==> src/common/fsq_defines.svh <==
`ifndef FSQ_DEFINES_SVH
`define FSQ_DEFINES_SVH

// queue depth and the index width that addresses it
`define FSQ_SIZE 8
`define FSQ_WIDTH 3

// virtual address width
`define VADDR_SIZE 32

// instruction offset inside a fetch block, 8 instructions per block
`define PRED_WIDTH 3

// instruction offset to byte offset
`define INST_OFFSET 2

// one conditional slot plus one tail slot per btb entry
`define SLOT_NUM 2

`endif
==> src/common/fsq_pkg.sv <==
`include "fsq_defines.svh"

package fsq_pkg;

    typedef enum logic [2:0] {
        br_cond,
        br_direct,
        br_indirect,
        br_call,
        br_ret
    } br_type_e;

    // dir is the wrap bit
    typedef struct packed {
        logic dir;
        logic [`FSQ_WIDTH-1:0] idx;
    } fsq_idx_t;

    // size is the offset of the last instruction in the block
    typedef struct packed {
        logic [`VADDR_SIZE-1:0] start_addr;
        logic [`VADDR_SIZE-1:0] target;
        logic [`PRED_WIDTH-1:0] size;
        logic taken;
    } fetch_stream_t;

    typedef struct packed {
        logic valid;
        logic [`PRED_WIDTH-1:0] offset;
        br_type_e br_type;
        logic [`VADDR_SIZE-1:0] target;
    } btb_slot_t;

    typedef struct packed {
        logic valid;
        btb_slot_t cond_slot;
        btb_slot_t tail_slot;
    } btb_entry_t;

    typedef struct packed {
        fetch_stream_t stream;
        btb_entry_t btb_entry;
    } prediction_t;

    typedef struct packed {
        fsq_idx_t idx;
        fetch_stream_t stream;
    } fetch_req_t;

    typedef struct packed {
        fsq_idx_t idx;
        logic [`PRED_WIDTH-1:0] offset;
        logic mispred;
        logic taken;
        br_type_e br_type;
        logic [`VADDR_SIZE-1:0] target;
    } backend_redirect_t;

    typedef struct packed {
        fsq_idx_t idx;
        logic [`VADDR_SIZE-1:0] target;
        br_type_e br_type;
    } squash_t;

    // resolved branch as seen by the backend
    typedef struct packed {
        logic [`PRED_WIDTH-1:0] offset;
        logic taken;
        br_type_e br_type;
        logic [`VADDR_SIZE-1:0] target;
    } wb_info_t;

    typedef struct packed {
        logic [`VADDR_SIZE-1:0] start_addr;
        logic [`VADDR_SIZE-1:0] target;
        logic taken;
        logic mispred;
        btb_entry_t btb_entry;
    } update_t;

endpackage

==> src/hw/fsq_top.sv <==
`timescale 1ns/1ps
`include "fsq_defines.svh"

module fsq_top (
    input  logic                       clk,
    input  logic                       rst,
    input  logic                       pred_en,
    input  fsq_pkg::prediction_t       pred,
    input  logic                       fetch_ready,
    input  logic                       redir_en,
    input  fsq_pkg::backend_redirect_t redir,
    input  logic [2:0]                 commit_num,
    output logic                       pred_stall,
    output logic                       fetch_en,
    output fsq_pkg::fetch_req_t        fetch,
    output logic                       squash_en,
    output fsq_pkg::squash_t           squash,
    output logic                       upd_en,
    output fsq_pkg::update_t           upd
);
    logic wr_en;
    logic commit_adv;
    fsq_pkg::fsq_idx_t wr_idx;
    fsq_pkg::fsq_idx_t search_idx;
    fsq_pkg::fsq_idx_t commit_idx;
    fsq_pkg::fetch_stream_t search_stream;
    fsq_pkg::fetch_stream_t commit_stream;
    fsq_pkg::btb_entry_t commit_entry;

    fsq_pointers u_pointers (
        .clk         (clk),
        .rst         (rst),
        .pred_en     (pred_en),
        .fetch_ready (fetch_ready),
        .redir_en    (redir_en),
        .redir_idx   (redir.idx),
        .commit_adv  (commit_adv),
        .pred_stall  (pred_stall),
        .fetch_en    (fetch_en),
        .wr_en       (wr_en),
        .wr_idx      (wr_idx),
        .search_idx  (search_idx),
        .commit_idx  (commit_idx)
    );

    fsq_stream_ram u_stream_ram (
        .clk           (clk),
        .rst           (rst),
        .wr_en         (wr_en),
        .wr_idx        (wr_idx),
        .wr_data       (pred),
        .search_idx    (search_idx),
        .commit_idx    (commit_idx),
        .search_stream (search_stream),
        .commit_stream (commit_stream),
        .commit_entry  (commit_entry)
    );

    // the cache sees the block at the search head directly
    assign fetch.idx = search_idx;
    assign fetch.stream = search_stream;

    fsq_commit u_commit (
        .clk           (clk),
        .rst           (rst),
        .redir_en      (redir_en),
        .redir         (redir),
        .commit_num    (commit_num),
        .commit_idx    (commit_idx),
        .commit_stream (commit_stream),
        .commit_entry  (commit_entry),
        .wr_en         (wr_en),
        .wr_idx        (wr_idx),
        .commit_adv    (commit_adv),
        .squash_en     (squash_en),
        .squash        (squash),
        .upd_en        (upd_en),
        .upd           (upd)
    );

endmodule

==> src/hw/fsq_commit.sv <==
`timescale 1ns/1ps
`include "fsq_defines.svh"

module fsq_commit (
    input  logic                       clk,
    input  logic                       rst,
    input  logic                       redir_en,
    input  fsq_pkg::backend_redirect_t redir,
    input  logic [2:0]                 commit_num,
    input  fsq_pkg::fsq_idx_t          commit_idx,
    input  fsq_pkg::fetch_stream_t     commit_stream,
    input  fsq_pkg::btb_entry_t        commit_entry,
    input  logic                       wr_en,
    input  fsq_pkg::fsq_idx_t          wr_idx,
    output logic                       commit_adv,
    output logic                       squash_en,
    output fsq_pkg::squash_t           squash,
    output logic                       upd_en,
    output fsq_pkg::update_t           upd
);
    // enough for a full queue of full blocks plus one cycle of commits
    localparam int CNT_W = $clog2(`FSQ_SIZE << `PRED_WIDTH) + 1;

    fsq_pkg::wb_info_t wb_table [`FSQ_SIZE];
    fsq_pkg::wb_info_t redir_wb;
    fsq_pkg::wb_info_t commit_wb;
    fsq_pkg::btb_entry_t new_entry;
    logic [`FSQ_SIZE-1:0] mispred;
    logic pred_error;
    logic [`PRED_WIDTH-1:0] commit_len;
    logic [CNT_W-1:0] commit_cnt;
    logic [CNT_W-1:0] retire_num;

    always_comb begin
        redir_wb.offset = redir.offset;
        redir_wb.taken = redir.taken;
        redir_wb.br_type = redir.br_type;
        redir_wb.target = redir.target;
    end

    always_ff @(posedge clk) begin
        if (redir_en) begin
            wb_table[redir.idx.idx] <= redir_wb;
        end
    end

    // a fresh stream in a slot forgets the old misprediction
    always_ff @(posedge clk or posedge rst) begin
        if (rst) begin
            mispred <= '0;
        end else begin
            if (wr_en) begin
                mispred[wr_idx.idx] <= 1'b0;
            end
            if (redir_en) begin
                mispred[redir.idx.idx] <= redir.mispred;
            end
        end
    end

    assign commit_wb = wb_table[commit_idx.idx];
    assign pred_error = mispred[commit_idx.idx];

    // a mispredicted block ends at the redirecting instruction
    assign commit_len = pred_error ? commit_wb.offset : commit_stream.size;
    assign commit_adv = commit_cnt > CNT_W'(commit_len);
    assign retire_num = commit_adv ? CNT_W'(commit_len) + 1'b1 : '0;

    always_ff @(posedge clk or posedge rst) begin
        if (rst) begin
            commit_cnt <= '0;
        end else begin
            commit_cnt <= commit_cnt + CNT_W'(commit_num) - retire_num;
        end
    end

    btb_entry_gen u_btb_entry_gen (
        .old_entry  (commit_entry),
        .pred_error (pred_error),
        .wb         (commit_wb),
        .new_entry  (new_entry)
    );

    always_ff @(posedge clk or posedge rst) begin
        if (rst) begin
            upd_en <= 1'b0;
            squash_en <= 1'b0;
        end else begin
            upd_en <= commit_adv;
            squash_en <= redir_en;
        end
    end

    always_ff @(posedge clk) begin
        upd.start_addr <= commit_stream.start_addr;
        upd.target <= pred_error ? commit_wb.target : commit_stream.target;
        upd.taken <= pred_error ? commit_wb.taken : commit_stream.taken;
        upd.mispred <= pred_error;
        upd.btb_entry <= new_entry;
        squash.idx <= redir.idx;
        squash.target <= redir.target;
        squash.br_type <= redir.br_type;
    end

endmodule

==> src/hw/btb_entry_gen.sv <==
`timescale 1ns/1ps
`include "fsq_defines.svh"

module btb_entry_gen (
    input  fsq_pkg::btb_entry_t old_entry,
    input  logic                pred_error,
    input  fsq_pkg::wb_info_t   wb,
    output fsq_pkg::btb_entry_t new_entry
);
    // bit 0 is the conditional slot, bit 1 the tail slot
    logic [`SLOT_NUM-1:0] hit;
    logic [`SLOT_NUM-1:0] free;
    logic [`SLOT_NUM-1:0] sel;
    logic tail_larger;
    fsq_pkg::btb_slot_t new_slot;

    assign hit[0] = old_entry.cond_slot.valid && (old_entry.cond_slot.offset == wb.offset);
    assign hit[1] = old_entry.tail_slot.valid && (old_entry.tail_slot.offset == wb.offset);
    assign free[0] = ~old_entry.cond_slot.valid;
    assign free[1] = ~old_entry.tail_slot.valid;

    // equal offsets evict the tail slot
    assign tail_larger = old_entry.tail_slot.offset >= old_entry.cond_slot.offset;

    // slot choice for a conditional branch
    always_comb begin
        sel = '0;
        if (|hit) begin
            sel = hit[0] ? 2'b01 : 2'b10;
        end else if (free[0]) begin
            sel = 2'b01;
        end else if (free[1]) begin
            sel = 2'b10;
        end else if (tail_larger) begin
            if (wb.offset < old_entry.tail_slot.offset) begin
                sel = 2'b10;
            end
        end else if (wb.offset < old_entry.cond_slot.offset) begin
            sel = 2'b01;
        end
    end

    always_comb begin
        new_slot.valid = 1'b1;
        new_slot.offset = wb.offset;
        new_slot.br_type = wb.br_type;
        new_slot.target = wb.target;
    end

    always_comb begin
        new_entry = old_entry;
        if (pred_error) begin
            new_entry.valid = 1'b1;
            if (wb.br_type != fsq_pkg::br_cond) begin
                new_entry.tail_slot = new_slot;
            end else begin
                if (sel[0]) begin
                    new_entry.cond_slot = new_slot;
                end
                if (sel[1]) begin
                    new_entry.tail_slot = new_slot;
                end
                // not-taken on a known branch keeps the learned target
                if (hit[0] && sel[0] && !wb.taken) begin
                    new_entry.cond_slot.target = old_entry.cond_slot.target;
                end
                if (hit[1] && sel[1] && !wb.taken) begin
                    new_entry.tail_slot.target = old_entry.tail_slot.target;
                end
            end
        end
    end

endmodule

==> src/fsq_queue/fsq_stream_ram.sv <==
`timescale 1ns/1ps
`include "fsq_defines.svh"

module fsq_stream_ram (
    input  logic                   clk,
    input  logic                   rst,
    input  logic                   wr_en,
    input  fsq_pkg::fsq_idx_t      wr_idx,
    input  fsq_pkg::prediction_t   wr_data,
    input  fsq_pkg::fsq_idx_t      search_idx,
    input  fsq_pkg::fsq_idx_t      commit_idx,
    output fsq_pkg::fetch_stream_t search_stream,
    output fsq_pkg::fetch_stream_t commit_stream,
    output fsq_pkg::btb_entry_t    commit_entry
);
    fsq_pkg::fetch_stream_t streams [`FSQ_SIZE];
    fsq_pkg::btb_entry_t entries [`FSQ_SIZE];

    always_ff @(posedge clk or posedge rst) begin
        if (rst) begin
            for (int i = 0; i < `FSQ_SIZE; i++) begin
                streams[i] <= '0;
                entries[i] <= '0;
            end
        end else if (wr_en) begin
            streams[wr_idx.idx] <= wr_data.stream;
            entries[wr_idx.idx] <= wr_data.btb_entry;
        end
    end

    // fetch port
    assign search_stream = streams[search_idx.idx];

    // commit port, stream plus the entry the predictor used
    assign commit_stream = streams[commit_idx.idx];
    assign commit_entry = entries[commit_idx.idx];

endmodule

==> src/fsq_queue/fsq_pointers.sv <==
`timescale 1ns/1ps
`include "fsq_defines.svh"

module fsq_pointers (
    input  logic              clk,
    input  logic              rst,
    input  logic              pred_en,
    input  logic              fetch_ready,
    input  logic              redir_en,
    input  fsq_pkg::fsq_idx_t redir_idx,
    input  logic              commit_adv,
    output logic              pred_stall,
    output logic              fetch_en,
    output logic              wr_en,
    output fsq_pkg::fsq_idx_t wr_idx,
    output fsq_pkg::fsq_idx_t search_idx,
    output fsq_pkg::fsq_idx_t commit_idx
);
    fsq_pkg::fsq_idx_t tail;
    fsq_pkg::fsq_idx_t search_head;
    fsq_pkg::fsq_idx_t commit_head;
    fsq_pkg::fsq_idx_t tail_n1;
    fsq_pkg::fsq_idx_t search_n1;
    fsq_pkg::fsq_idx_t commit_n1;
    fsq_pkg::fsq_idx_t redir_n1;
    logic full;
    logic fetch_fire;

    // next slot, flipping the wrap bit when the index rolls over
    function automatic fsq_pkg::fsq_idx_t idx_inc(input fsq_pkg::fsq_idx_t p);
        fsq_pkg::fsq_idx_t r;
        if (p.idx == `FSQ_WIDTH'(`FSQ_SIZE - 1)) begin
            r.idx = '0;
            r.dir = ~p.dir;
        end else begin
            r.idx = p.idx + 1'b1;
            r.dir = p.dir;
        end
        return r;
    endfunction

    assign tail_n1 = idx_inc(tail);
    assign search_n1 = idx_inc(search_head);
    assign commit_n1 = idx_inc(commit_head);
    // resume right after the redirected block
    assign redir_n1 = idx_inc(redir_idx);

    // same slot, different lap
    assign full = (tail.idx == commit_head.idx) && (tail.dir != commit_head.dir);
    assign pred_stall = full;

    // redirect wins over an enqueue in the same cycle
    assign wr_en = pred_en & ~full & ~redir_en;
    assign wr_idx = tail;

    assign fetch_en = (search_head != tail) & ~redir_en;
    assign fetch_fire = fetch_en & fetch_ready;
    assign search_idx = search_head;
    assign commit_idx = commit_head;

    always_ff @(posedge clk or posedge rst) begin
        if (rst) begin
            tail <= '0;
            search_head <= '0;
        end else if (redir_en) begin
            tail <= redir_n1;
            search_head <= redir_n1;
        end else begin
            if (wr_en) begin
                tail <= tail_n1;
            end
            if (fetch_fire) begin
                search_head <= search_n1;
            end
        end
    end

    // commit head only moves forward, one block at most
    always_ff @(posedge clk or posedge rst) begin
        if (rst) begin
            commit_head <= '0;
        end else if (commit_adv) begin
            commit_head <= commit_n1;
        end
    end

endmodule

==> config.mk <==
export PLATFORM = sky130hd
export DESIGN_NAME = fsq_top
export DESIGN_NICKNAME = d
export VERILOG_FILES = /design/src/common/fsq_pkg.sv /design/src/hw/fsq_top.sv /design/src/hw/fsq_commit.sv /design/src/hw/btb_entry_gen.sv /design/src/fsq_queue/fsq_stream_ram.sv /design/src/fsq_queue/fsq_pointers.sv
export VERILOG_INCLUDE_DIRS = /design/src /design/src/common
export SDC_FILE = /design/constraint.sdc
export NUM_CORES = 2
export LEC_CHECK = 0
export BUFFER_PORTS_ARGS = -buffer_cell sky130_fd_sc_hd__buf_2
export CORE_MARGIN = 10
export CORE_UTILIZATION = 40
export CTS_CLUSTER_SIZE = 30
export DETAILED_ROUTE_END_ITERATION = 8
export GPL_TIMING_DRIVEN = 0
export HOLD_SLACK_MARGIN = 0.05
export PLACE_DENSITY = 0.68
export SYNTH_ARGS = -nofsm -noshare
export SYNTH_HDL_FRONTEND = slang
export SYNTH_SLANG_ARGS = --single-unit
==> constraint.sdc <==
create_clock -name clk -period 37.6 [get_ports clk]
set_input_delay 5.64 -clock clk [delete_from_list [all_inputs] [get_ports clk]]
set_output_delay 5.64 -clock clk [all_outputs]
set_load 0.01 [all_outputs]
==> results.txt <==
The relative area change from synthesis to final layout came out at 17.5%. The number of hold buffers added after cts came out at 0. Once the clock tree was built, the setup fixing pass inserted 0 buffers. The final reports fail on capacitance limit, slew limit. The count of buffering cells on the critical path with inverters included came out at 4.

The global-route wire length before repair is 325000 um. The clock arrives with 0.0592 ns of skew. Final hold analysis gives a worst-case slack of 0.484 ns. The headroom to the max-slew limit came out at -0.688%. After clock tree synthesis, the clock-pin slew on the worst setup and hold paths is 0.06 ns. The count of input and output buffers is 457. The largest total area in the synthesized netlist belongs to dfrtp_1. Ranked by total cell area, the synthesized netlist is headed by dfrtp_1 (40%), mux2_2 (18%), mux4_2 (15%), edfxtp_1 (13%), dfxtp_1 (4.9%). The worst setup path is launched from an input port. The largest fanout on the critical path came out at 10. The core utilization of the finished layout is 47.3%.

The max-slew violation count is 11. The pin count of the biggest net entering global routing came out at 45. The number of synthesized register bits is 1701.

The proportion of layout cells with a drive suffix above 1 came out at 51.8%. Setup repair after global routing left no endpoint under its margin. STA classifies the critical path endpoint as an output port. The clock buffer count from CTS is 184. In this run, post-CTS repair resized a total of 0 instances.

Dividing total power by cell area gives a power density of 94.8 nW/um2. The worst stage delay on the critical path is 0.53 ns. The number of antenna violations at the first check in global routing came to 97. TritonCTS built the clock tree. The number of iterations in the first detailed-routing pass is 5.

The critical path is of the in -> out type. The standard cell core area is 185000 um2. The detail-routed net length per standard cell came out at 29.6 um. VDD sags by at most 0.0441 mV. Derived from the worst setup path, the maximum achievable clock frequency is 0.0777 GHz. The worst path uses 34.2% of the clock period. The fraction of synthesis flops using an asynchronous set or reset pin came out at 70.8%. The standby leakage power is 36.7 nW. Leaving out fill and tap cells, the most frequent cell in the layout is dfrtp_1. The time the final worst path needs with I/O delays and setup came out at 12.87 ns.

The I/O pin total is 459. In the layout the commonest cells are dfrtp_1 (1205), mux2_2 (1177), buf_2 (576). The initial detailed-routing violation count came out at 3193.

Across the run, the number of max-cap violations was 1. The dominant synthesized flop cell is dfrtp_1. The mean area per synthesized cell is 17.5 um2. The combined global-route utilization of all metal layers is 21.9%. Walking the worst path, the cells encountered are buf_2 > clkbuf_1 > inv_1 > and2_1 > buf_2. Of the post-synthesis cell area, the dominant cell type holds 40.5%. The routed wire length came out at 227000 um. The routability congestion estimate from global placement came out at 0.810. The sequential fraction of the synthesis area came out at 58.0%. The initialized floorplan defines 158 standard-cell rows. In the final timing run, aggregate negative setup slack is 0 ns. In this run the vertical extent of the chip is 452 um. The number of different library cells in the post-synthesis netlist is 45. The number of warnings issued by yosys came out at 0. The synthesized netlist net count came out at 4494.

The library cell appearing most often on the critical path is buf_2. The total number of vias is 42571. The run finished, with violations left. The number of global-route vias before repair is 44936. In this design, the largest share of critical-path delay is due to buffers and inverters. The required time at the endpoint of the critical path is 31.96 ns. The number of levels in the clock H-tree is 4. The synthesized cell area is 74500 um2.

After global routing the overflow that remains totals 0. In this run the horizontal extent of the chip is 452 um. The count of flip-flops with a built-in enable after synthesis came out at 312. For the worst-skew pair, the clock arrives at the later sink with an insertion delay of 0.86 ns. The cell with the biggest individual delay on the critical path is clkbuf_1. The number of failing hold endpoints at the final stage came out at 0. The root buffer cell chosen for the clock tree is clkbuf_16. The die covers 204000 um2. The remaining design rule violation count is 0.

The initial core utilization is 40.2%. For the pin with the worst max-slew slack, the measured transition is 1.51 ns. Setup violations remaining at the end of the flow were counted as 0.

The worst min-delay path category is reg -> reg. Counting along the longest clock path gives a buffer depth of 3. The detailed-route vias per instance came out at 5.57. The detail route stage leaves a number of antenna-violating nets equal to 0. The number of inserted filler cells in the final layout came out at 15870. For this run, the post-layout net count is 5201. After legalization and detailed placement, the total HPWL measured 161000 um. The clock sink count is 1701.

Data arrives at the worst endpoint at 7.23 ns. The count of mapped cells out of synthesis is 4261.
-- worst register-to-register path, delay by kind of cell, from the launching register on --
family,cells,cell delay [ns]
flip-flops,1,0.44
buffers and inverters,6,3.32
multiplexers,3,1.86
adder cells (fa/ha/maj),1,0.23
AO/OA/AOI/OAI,5,1.75
-- cell usage after synthesis, types with 2 or more instances --
library cell     n
mux2_1         111
mux2_2        1177
inv_1           29
fa_1             3
buf_2          119
nand2b_1         9
a21oi_1         17
nor3b_1          4
mux2i_1        250
buf_1           52
mux4_2         510
o21ai_0         13
nand4_1          4
nor2_1          30
ha_1            31
buf_6            5
clkbuf_1       111
edfxtp_1       312
xnor2_1         12
o31ai_2          3
o21ai_1          6
nand2_1         16
nor2b_1          7
and2_1           2
dfrtp_1       1205
nor4_1           2
a21o_1           4
xor2_1           6
and3_1           2
or3_1            2
nand3_1          3
dfxtp_1        184
a22o_1           3
nor3_1           6
-- worst paths after layout --
check                      depth (start not counted)                        end                       from  slack, ns
hold reg to reg                                    1  u_stream_ram.entries[436]  u_stream_ram.entries[436]       0.48
hold / removal                                     1  u_stream_ram.entries[436]  u_stream_ram.entries[436]       0.48
min in group asynchronous                          2  u_stream_ram.streams[249]                        rst       4.88
setup / recovery                                   5                   fetch_en                   redir_en      24.73
setup reg to reg                                  15           u_commit.upd[31]   u_pointers.commit_idx[1]      29.86
max in group asynchronous                         11  u_stream_ram.entries[565]                        rst      30.08
-- power breakdown --
group / switching [mW] / leakage, nW / internal, mW / total (mW)
Combinational: 1.68 / 14.4 / 1.71 / 3.39
Sequential: 0.425 / 19.2 / 2.62 / 3.05
Clock: 0.788 / 3.10 / 1.07 / 1.86
Total: 2.89 / 36.7 / 5.41 / 8.30
-- registers in the layout, indices dropped and copies added, names as in the netlist, 4 cells and up --
| name | cells |
|---|---|
| u_stream_ram.entries | 632 |
| u_stream_ram.streams | 544 |
| u_commit.wb_table | 312 |
| u_commit.upd | 145 |
| u_commit.squash | 39 |
| u_commit.mispred | 8 |
| u_commit.commit_cnt | 7 |
| u_pointers.commit_idx | 4 |
| u_pointers.search_idx | 4 |
| u_pointers.wr_idx | 4 |
-- final cells by class --
class / count / area [um2] / share of cell area [%]
Sequential cell: 1701 / 43200 / 49.3
Buffer: 287 / 1270 / 1.45
Tap cell: 2480 / 3100 / 3.54
Antenna cell: 37 / 92.6 / 0.106
Timing Repair Buffer: 521 / 3400 / 3.88
Multi-Input combinational cell: 2243 / 30000 / 34.3
Inverter: 30 / 116 / 0.133
Clock inverter: 66 / 933 / 1.07
Clock buffer: 282 / 5410 / 6.18
-- routing by layer --
layer  wire length [um]  GRT usage [%]  vias up
met3              12700           4.50      435
met5                299              0        -
met1              91500           27.8    22993
met2             109000           35.2     1237
li1                   -              -    17864
met4              13200           11.9       42
-- stage by stage --
step                      setup slack [ns]  power (mW)  instances  cell area [um2]
after floorplan                      15.31        5.19       4261            74500
after global placement                8.73        6.36       7198            79900
after detailed placement             24.70        6.48       7261            81100
after CTS                            24.71        8.37       7609            87400
after global routing                 24.69        8.70       7631            87500
final                                24.73        8.30       7647            87600
-- kinds of logic (layout without fill, tap and decap cells) --
kind of cell	Yosys count	count (layout)	synth area share [%]
AOI/OAI and AO/OA	54	54	0.490
xor gates and xnor gates	18	18	0.212
adders and majority gates	34	34	0.601
buffers and inverters	317	1186	1.85
DFF	1701	1701	58.0
muxes	2049	2049	38.3
other	0	37	0
and+or+nand+nor	88	88	0.583
Note: power is estimated with default switching activity, not from simulation.
